## config.mk

```make
export PLATFORM = sky130hd
export DESIGN_NAME = ret_pred_top
export DESIGN_NICKNAME = d
export VERILOG_FILES = /design/src/hw/ret_pred_pkg.sv /design/src/hw/ras_port_if.sv /design/src/hw/ret_predecode.sv /design/src/hw/ras.sv /design/src/hw/ras_ckpt_buf.sv /design/src/hw/ret_pred_top.sv
export VERILOG_INCLUDE_DIRS = /design/src /design/src/hw
export SDC_FILE = /design/constraint.sdc
export NUM_CORES = 1
export LEC_CHECK = 0
export BUFFER_PORTS_ARGS = -buffer_cell sky130_fd_sc_hd__buf_2
export CELL_PAD_IN_SITES_DETAIL_PLACEMENT = 1
export CELL_PAD_IN_SITES_GLOBAL_PLACEMENT = 2
export CORE_UTILIZATION = 38
export CTS_CLUSTER_SIZE = 16
export DETAILED_ROUTE_END_ITERATION = 16
export PLACE_DENSITY = 0.85
export SYNTH_ARGS = -nofsm -noshare
export SYNTH_HDL_FRONTEND = slang
export SYNTH_HIERARCHICAL = 1
export SYNTH_SLANG_ARGS = --single-unit
```

## constraint.sdc

```tcl
create_clock -name CLK -period 5.28 [get_ports CLK]
set_input_delay 1.056 -clock CLK [delete_from_list [all_inputs] [get_ports CLK]]
set_output_delay 1.056 -clock CLK [all_outputs]
set_load 0.01 [all_outputs]
```

## src/hw/ret_pred_cfg.svh

```systemverilog
/* sizing for the return predictor; include before the package or any
   module that needs the stack or checkpoint depths */

`ifndef RET_PRED_CFG_SVH
`define RET_PRED_CFG_SVH

// ----------------------------------------------------------------------
// return address stack

// number of stack entries, power of two
// pointer wraps silently on overflow and underflow
`define RAS_ENTRIES 8

// ----------------------------------------------------------------------
// checkpoint buffer

// in-flight calls and returns that can be restored
// power of two so tags wrap without extra logic
`define CKPT_ENTRIES 4

`endif

```

## src/hw/ret_pred_pkg.sv

```systemverilog
/* shared types and RV32I encodings for the return predictor blocks */

`include "ret_pred_cfg.svh"

package ret_pred_pkg;

    // ------------------------------------------------------------------
    // widths derived from the config header

    localparam int RAS_INDEX_WIDTH = $clog2(`RAS_ENTRIES);
    localparam int CKPT_TAG_WIDTH  = $clog2(`CKPT_ENTRIES);

    // stack pointer
    typedef logic [RAS_INDEX_WIDTH-1:0] ras_index_t;

    // checkpoint slot, wraps modulo depth
    typedef logic [CKPT_TAG_WIDTH-1:0] ckpt_tag_t;

    // return address without bit 0, always zero in RV32I without C
    typedef logic [31:1] ras_target_t;

    // predecode result
    typedef enum logic [1:0] {
        plain    = 2'd0,
        call     = 2'd1,
        ret      = 2'd2,
        call_ret = 2'd3
    } instr_class_t;

    // ------------------------------------------------------------------
    // encodings

    // major opcodes, instr[6:0]
    localparam logic [6:0] OPC_JAL  = 7'b1101111;
    localparam logic [6:0] OPC_JALR = 7'b1100111;

    // link registers per the standard calling hints
    localparam logic [4:0] REG_RA = 5'd1;
    localparam logic [4:0] REG_T0 = 5'd5;

endpackage

```

## src/hw/ras_port_if.sv

```systemverilog
/* push/pop port between the predecoder and the return address stack;
   the top level also taps link, ret and index for checkpointing */

`timescale 1ns/1ns

interface ras_port_if ();
    import ret_pred_pkg::*;

    // predecoder to stack
    logic        link;
    logic        ret;
    logic [31:0] link_pc;

    // stack to predecoder
    ras_target_t top_target;
    ras_index_t  index;

    // predecoder side
    modport predictor (
        output link,
        output ret,
        output link_pc,
        input  top_target
    );

    // stack side, index goes out for checkpointing
    modport stack (
        input  link,
        input  ret,
        input  link_pc,
        output top_target,
        output index
    );

endinterface

```

## src/hw/ret_predecode.sv

```systemverilog
/* fetch-response predecoder: spots calls and returns by link-register
   hints, drives stack push/pop and the same-cycle return prediction */

`timescale 1ns/1ns

module ret_predecode (
    // fetch response
    input  logic        [31:0] instr,
    input  logic        [31:0] fetch_pc,
    input  logic               fetch_valid,

    // stack port
    ras_port_if.predictor      rp,

    // prediction, combinational with fetch_valid
    output logic               pred_valid,
    output logic               pred_is_call,
    output logic               pred_is_ret,
    output logic        [31:0] pred_target
);
    import ret_pred_pkg::*;

    // ------------------------------------------------------------------
    // field extract

    logic [6:0]   opcode;
    logic [2:0]   funct3;
    logic [4:0]   rd;
    logic [4:0]   rs1;
    logic         is_jal;
    logic         is_jalr;
    logic         rd_link;
    logic         rs1_link;
    instr_class_t cls;

    assign opcode = instr[6:0];
    assign rd     = instr[11:7];
    assign funct3 = instr[14:12];
    assign rs1    = instr[19:15];

    assign is_jal  = (opcode == OPC_JAL);
    // jalr only defined with funct3 000
    assign is_jalr = (opcode == OPC_JALR) && (funct3 == 3'b000);

    // x1 or x5 count as link
    assign rd_link  = (rd == REG_RA) || (rd == REG_T0);
    assign rs1_link = (rs1 == REG_RA) || (rs1 == REG_T0);

    // ------------------------------------------------------------------
    // classify

    always_comb begin
        cls = plain;
        if (is_jal) begin
            // jal never pops
            if (rd_link)
                cls = call;
        end
        else if (is_jalr) begin
            // both link and different: pop then push
            if (rd_link && rs1_link && (rd != rs1))
                cls = call_ret;
            // rd == rs1 link falls here, push only
            else if (rd_link)
                cls = call;
            else if (rs1_link)
                cls = ret;
        end
    end

    // ------------------------------------------------------------------
    // stack port and prediction

    assign rp.link    = fetch_valid && ((cls == call) || (cls == call_ret));
    assign rp.ret     = fetch_valid && ((cls == ret) || (cls == call_ret));
    // no compressed support, always +4
    assign rp.link_pc = fetch_pc + 32'd4;

    assign pred_valid   = rp.link || rp.ret;
    assign pred_is_call = rp.link;
    assign pred_is_ret  = rp.ret;

    // old top for returns, call_ret included
    assign pred_target = rp.ret ? {rp.top_target, 1'b0} : 32'd0;

endmodule

```

## src/hw/ras.sv

```systemverilog
/* return address stack: flip-flop array plus pointer, pushed and popped
   by the predecoder, pointer restored by the checkpoint buffer */

`timescale 1ns/1ns

`include "ret_pred_cfg.svh"

module ras (
    input  logic                   CLK,
    input  logic                   nRST,

    // push/pop from predecoder
    ras_port_if.stack              sp_if,

    // pointer restore from checkpoint buffer
    input  logic                   update_valid,
    input  ret_pred_pkg::ras_index_t update_index
);
    import ret_pred_pkg::*;

    // ------------------------------------------------------------------
    // state

    ras_target_t array_q [`RAS_ENTRIES];
    ras_target_t array_d [`RAS_ENTRIES];
    ras_index_t  sp;
    ras_index_t  sp_d;
    ras_index_t  sp_inc;

    // wraps modulo depth
    assign sp_inc = sp + 1'b1;

    always_ff @(posedge CLK) begin
        if (!nRST) begin
            sp <= '0;
            for (int i = 0; i < `RAS_ENTRIES; i++) begin
                array_q[i] <= '0;
            end
        end
        else begin
            sp      <= sp_d;
            array_q <= array_d;
        end
    end

    // ------------------------------------------------------------------
    // next state

    always_comb begin
        // hold by default
        array_d = array_q;
        sp_d    = sp;

        // restore wins, same-cycle fetch is dropped
        // entries overwritten since the checkpoint stay as they are
        if (update_valid) begin
            sp_d = update_index;
        end
        // pop and push: overwrite top in place
        else if (sp_if.link && sp_if.ret) begin
            array_d[sp] = sp_if.link_pc[31:1];
        end
        // push above top
        else if (sp_if.link) begin
            array_d[sp_inc] = sp_if.link_pc[31:1];
            sp_d            = sp_inc;
        end
        // pop, entry left behind
        else if (sp_if.ret) begin
            sp_d = sp - 1'b1;
        end
    end

    // ------------------------------------------------------------------
    // read side, always valid

    assign sp_if.top_target = array_q[sp];
    assign sp_if.index      = sp;

endmodule

```

## src/hw/ras_ckpt_buf.sv

```systemverilog
/* circular buffer of stack pointers saved per call or return; commit
   frees the oldest, a flush at a tag restores that pointer and rewinds */

`timescale 1ns/1ns

`include "ret_pred_cfg.svh"

module ras_ckpt_buf (
    input  logic                     CLK,
    input  logic                     nRST,

    // allocate on every call or return
    input  logic                     alloc,
    input  ret_pred_pkg::ras_index_t alloc_index,

    // back end
    input  logic                     commit,
    input  logic                     flush_valid,
    input  ret_pred_pkg::ckpt_tag_t  flush_tag,

    // to fetch side
    output ret_pred_pkg::ckpt_tag_t  alloc_tag,
    output logic                     ckpt_full,

    // pointer restore to the stack
    output logic                     update_valid,
    output ret_pred_pkg::ras_index_t update_index
);
    import ret_pred_pkg::*;

    // count needs one more bit than a tag to tell full from empty
    localparam int CNT_W = CKPT_TAG_WIDTH + 1;

    // ------------------------------------------------------------------
    // storage and pointers

    ras_index_t       slots [`CKPT_ENTRIES];
    ckpt_tag_t        head;
    ckpt_tag_t        head_d;
    ckpt_tag_t        tail;
    ckpt_tag_t        tail_d;
    logic [CNT_W-1:0] count;
    logic [CNT_W-1:0] count_d;
    logic             do_alloc;
    logic             do_free;

    // flush drops any same-cycle allocation
    assign do_alloc = alloc && !flush_valid;
    // commit on empty is ignored
    assign do_free  = commit && (count != '0);

    // slot payload, no reset
    always_ff @(posedge CLK) begin
        if (do_alloc)
            slots[tail] <= alloc_index;
    end

    always_ff @(posedge CLK) begin
        if (!nRST) begin
            head  <= '0;
            tail  <= '0;
            count <= '0;
        end
        else begin
            head  <= head_d;
            tail  <= tail_d;
            count <= count_d;
        end
    end

    // ------------------------------------------------------------------
    // pointer update

    always_comb begin
        head_d  = head;
        tail_d  = tail;
        count_d = count;

        if (do_free)
            head_d = head + 1'b1;

        if (flush_valid) begin
            // keep the flushed slot, drop everything younger
            tail_d  = flush_tag + 1'b1;
            // live slots are head..flush_tag, modulo depth
            count_d = {1'b0, ckpt_tag_t'(tail_d - head_d)};
        end
        else begin
            if (do_alloc)
                tail_d = tail + 1'b1;
            count_d = count + CNT_W'(do_alloc) - CNT_W'(do_free);
        end
    end

    // ------------------------------------------------------------------
    // outputs

    assign alloc_tag = tail;
    assign ckpt_full = (count == CNT_W'(`CKPT_ENTRIES));

    // combinational read, stack loads it at the edge
    assign update_valid = flush_valid;
    assign update_index = slots[flush_tag];

endmodule

```

## src/hw/ret_pred_top.sv

```systemverilog
/* return prediction top: predecoder, return address stack and checkpoint
   buffer behind plain fetch-response and back-end ports */

`timescale 1ns/1ns

module ret_pred_top (
    input  logic                    CLK,
    input  logic                    nRST,

    // fetch response stage
    input  logic                    fetch_valid,
    input  logic             [31:0] fetch_pc,
    input  logic             [31:0] instr,

    // back end
    input  logic                    commit,
    input  logic                    flush_valid,
    input  ret_pred_pkg::ckpt_tag_t flush_tag,

    // prediction
    output logic                    pred_valid,
    output logic                    pred_is_call,
    output logic                    pred_is_ret,
    output logic             [31:0] pred_target,
    output ret_pred_pkg::ckpt_tag_t alloc_tag,
    output logic                    ckpt_full
);
    import ret_pred_pkg::*;

    // ------------------------------------------------------------------
    // internal wiring

    ras_port_if rp_if ();

    logic       alloc;
    logic       update_valid;
    ras_index_t update_index;

    // every call or return takes a checkpoint
    assign alloc = rp_if.link | rp_if.ret;

    // ------------------------------------------------------------------
    // blocks

    ret_predecode u_predecode (
        .instr        (instr),
        .fetch_pc     (fetch_pc),
        .fetch_valid  (fetch_valid),
        .rp           (rp_if.predictor),
        .pred_valid   (pred_valid),
        .pred_is_call (pred_is_call),
        .pred_is_ret  (pred_is_ret),
        .pred_target  (pred_target)
    );

    ras u_ras (
        .CLK          (CLK),
        .nRST         (nRST),
        .sp_if        (rp_if.stack),
        .update_valid (update_valid),
        .update_index (update_index)
    );

    // index saved is the pointer before this instruction
    ras_ckpt_buf u_ckpt (
        .CLK          (CLK),
        .nRST         (nRST),
        .alloc        (alloc),
        .alloc_index  (rp_if.index),
        .commit       (commit),
        .flush_valid  (flush_valid),
        .flush_tag    (flush_tag),
        .alloc_tag    (alloc_tag),
        .ckpt_full    (ckpt_full),
        .update_valid (update_valid),
        .update_index (update_index)
    );

endmodule

```

==> summary by stage <==
Run status
The flow ran to the end, and the final reports show no timing, DRC or antenna violations.

Worst setup path
In this run the worst path has a maximum fanout of 20. The setup check on the worst reg-to-reg path leaves a slack of 1780 ps. The longest individual stage delay on the worst path is 630 ps.

Among all stages on the critical path, the largest delay is contributed by sky130_fd_sc_hd__dfxtp_2. The startpoint of the lowest-slack register-to-register path is u_ras/sp_if.index[1]. The depth of the worst register-to-register path is 7.

The worst setup path is captured at an output port. The number of buffers and inverters on the critical path is 3. At the worst endpoint, the required time is ~4200 ps. The reg-to-reg endpoint is u_ras/array_q[103]. The signal on the critical path passes through clkinv_1 -> nor2_1 -> buf_4 -> a221oi_1 -> o221ai_1 -> and2_1 -> buf_2. The dominant delay contributor by cell family on the critical path is buffers and inverters. The arrival time of the worst setup path is 3400 ps. The worst setup path is launched from a flop.

The critical path class is flop to output port.

Placed design
At the end of routability-driven placement, the weighted congestion stood at 0.758. Buffers placed on the I/O ports in this run total 94. The detailed placer's ending HPWL is 24.9 mm.

Die
The total area inside the core boundary comes to 33400 µm². The initial standard-cell utilization of the core is 38.6%. In this run the count of I/O pins placed on the die edge is between 100 and 150.

The die is 186 µm wide. The floorplan has 67 rows. The die height is 186 µm. The die covers 34700 µm².

Min path
The worst hold path belongs to the class flop to flop. The startpoint of the worst hold path is u_ras/array_q[28]. The worst-case hold path end point is u_ras/array_q[28]. The hold-critical path depth is 2.

Yosys
The synthesized area per cell is 9.75 µm². The gate count after technology mapping is 1325. For this run, the number of Yosys warnings is 6. The synthesized area is 12900 µm².

The number of nets handed over by synthesis was ~1400.

GRT
After global routing the overflow that remains totals 0. The first global-routing pass estimated 61.6 mm of wire. The initial antenna violation count was 0. Global routing used 22.4% of the available tracks across all layers.

The largest net degree at the start of global routing is 149. The number of global-route vias before repair came to around 11000.

Clocking
The tree built by TritonCTS fans out to 270 sinks. The buffer count from post-CTS setup fixing is 0. The root buffer cell is sky130_fd_sc_hd__clkbuf_16. TritonCTS created 30 clock buffers.

The number of buffers inserted for hold repair after clock tree synthesis is 0. In this run the deepest clock path goes through 3 buffers. The maximum level of the CTS H-tree is 1. The quantity of gates resized following cts is 0. TritonCTS built the clock tree. The later pin in the worst-skew pair is clocked with a latency of between 500 and 600 ps. The clock slew at the register clock pins of the worst setup and hold paths is roughly 60 ps.

Timing
The setup skew after layout is 13.7 ps. The number of setup violations in the final report is 0. Setup repair after global routing left no endpoint under its margin. The tightest hold margin is 457 ps.

Based on the critical path, the design can be clocked at up to 0.224 GHz. The count of endpoints failing hold in the final timing report is 0. In this run the tightest slew margin relative to its limit is 27.0%. For the final routed database, the setup TNS stands at 0 ps. The max-slew violation total from the final report came to 0. At the pin with the least slew margin, the transition time is 1090 ps. The worst path needs approximately 4500 ps of the cycle, external delays included.

The fraction of the cycle the final worst path needs is 84.4%.

Finish
The multi-input logic area is 6850 µm². The synthesis-to-finish area growth is 14.0%. In the final design database the tool counted 1456 nets.

The share of layout cells above drive strength 1 is between 10% and 20%. The number of fillers in the final layout is roughly 3800. The footprint of the flip-flops and latches is roughly 5500 µm². The number of antenna cells inserted is 0.

Job
The reported max-cap violation count is 0.

Route
In the final routed layout, each cell accounts on average for 21.4 µm. In this run the remaining antenna-violating nets after routing total 0. In the routed layout, each cell is associated on average with a via count of 5.49.

In this run, the number of DRC markers left after iteration 0 of detailed routing was 447. The number of remaining DRC errors is 0. The total iterations of the first detailed-routing run is 5. The vias after detailed routing is 10100. The routed design has 39.5 mm of wire.

Pwr
The power density over the cells is 310 nW/µm². The worst ir drop on vdd is 271 µV. In this run the static leakage power is 6.87 nW.
where the power goes:
group          internal (W)  switching (W)  leakage (nW)  total (W)
Sequential          0.00207      0.0000385          2.19    0.00211
Combinational      0.000135       0.000250          4.20   0.000385
Clock               0.00123       0.000842         0.476    0.00208
through the flow:
| stage | total power, W | cells | setup WS, ps | area, µm² | util (%) |
|---|---|---|---|---|---|
| final | 0.00457 | 1844 | 825 | 14700 | 44.0 |
| after global routing | 0.00472 | 1844 | 714 | 14700 | 44.0 |
| after CTS | 0.00461 | 1844 | 806 | 14700 | 44.0 |
| after detailed placement | 0.00253 | 1790 | 978 | 13800 | 41.1 |
| after global placement | 0.00252 | 1790 | 1020 | 13800 | 41.1 |
| after floorplan | 0.00238 | 1325 | 1280 | 12900 | - |
worst max-delay path by stage:
stage	slack, ps	cells past startpoint	from	to
6_report	830	7	u_ras/sp_if.index[1]	pred_target[5]
5_1_grt	710	7	u_ras/sp_if.index[1]	pred_target[5]
4_1_cts	810	7	u_ras/sp_if.index[1]	pred_target[5]
3_5_place_dp	980	14	instr[3]	u_ckpt/count[2]
3_3_place_gp	1020	14	instr[3]	u_ckpt/count[2]
2_1_floorplan	1280	15	instr[8]	u_ckpt/count[2]
routing by layer:
| metal | GRT usage (%) | up-vias | wire length, µm |
|---|---|---|---|
| met4 | 6.64 | 0 | 1040 |
| met3 | 2.99 | 59 | 1520 |
| li1 | - | 4761 | - |
| met1 | 28.8 | 5105 | 17900 |
| met5 | 0 | - | 0 |
| met2 | 38.9 | 206 | 19000 |
cells in the final DEF (no fill, tap or decap), drive strengths merged, types with 3 or more instances in the layout:
cell      n
edfxtp   12
o21ai     9
and3      8
a21oi     3
dfxtp   258
nand4    12
o22ai    14
o211a     3
xnor2    24
a221o     6
inv       9
mux2i   262
mux2     24
nand2   316
nor3      4
a22oi    16
o221ai   10
ha       10
a221oi   57
and2     43
o31ai     4
xor2     13
a22o      4
nor2     18
nand2b    6
nor4      3
buf     123
clkinv    4
nor2b     9
nand3    24
clkbuf   52
mux4     11
flip-flops by register name, summed over array words and instances, names as in the netlist:
name               flops
u_ckpt/count           3
u_ckpt/alloc_tag       2
u_ras/array_q        248
u_ckpt/slots          12
u_ras/sp_if.index      3
u_ckpt/head            2
tightest hold or removal path, cell delays in order (launching register included):
cell	delay (ps)
sky130_fd_sc_hd__dfxtp_1	300
sky130_fd_sc_hd__nand2_1	50
sky130_fd_sc_hd__mux2i_1	50
layout make-up:
class	instances	share of cell area [%]
sequential	270	37.6
inverter	11	0.280
clock buffer	51	6.32
tap	448	3.81
multi-input combinational	937	46.5
timing repair buffer	124	5.21
clock inverter	3	0.297
(Power assumes the default switching activity.)
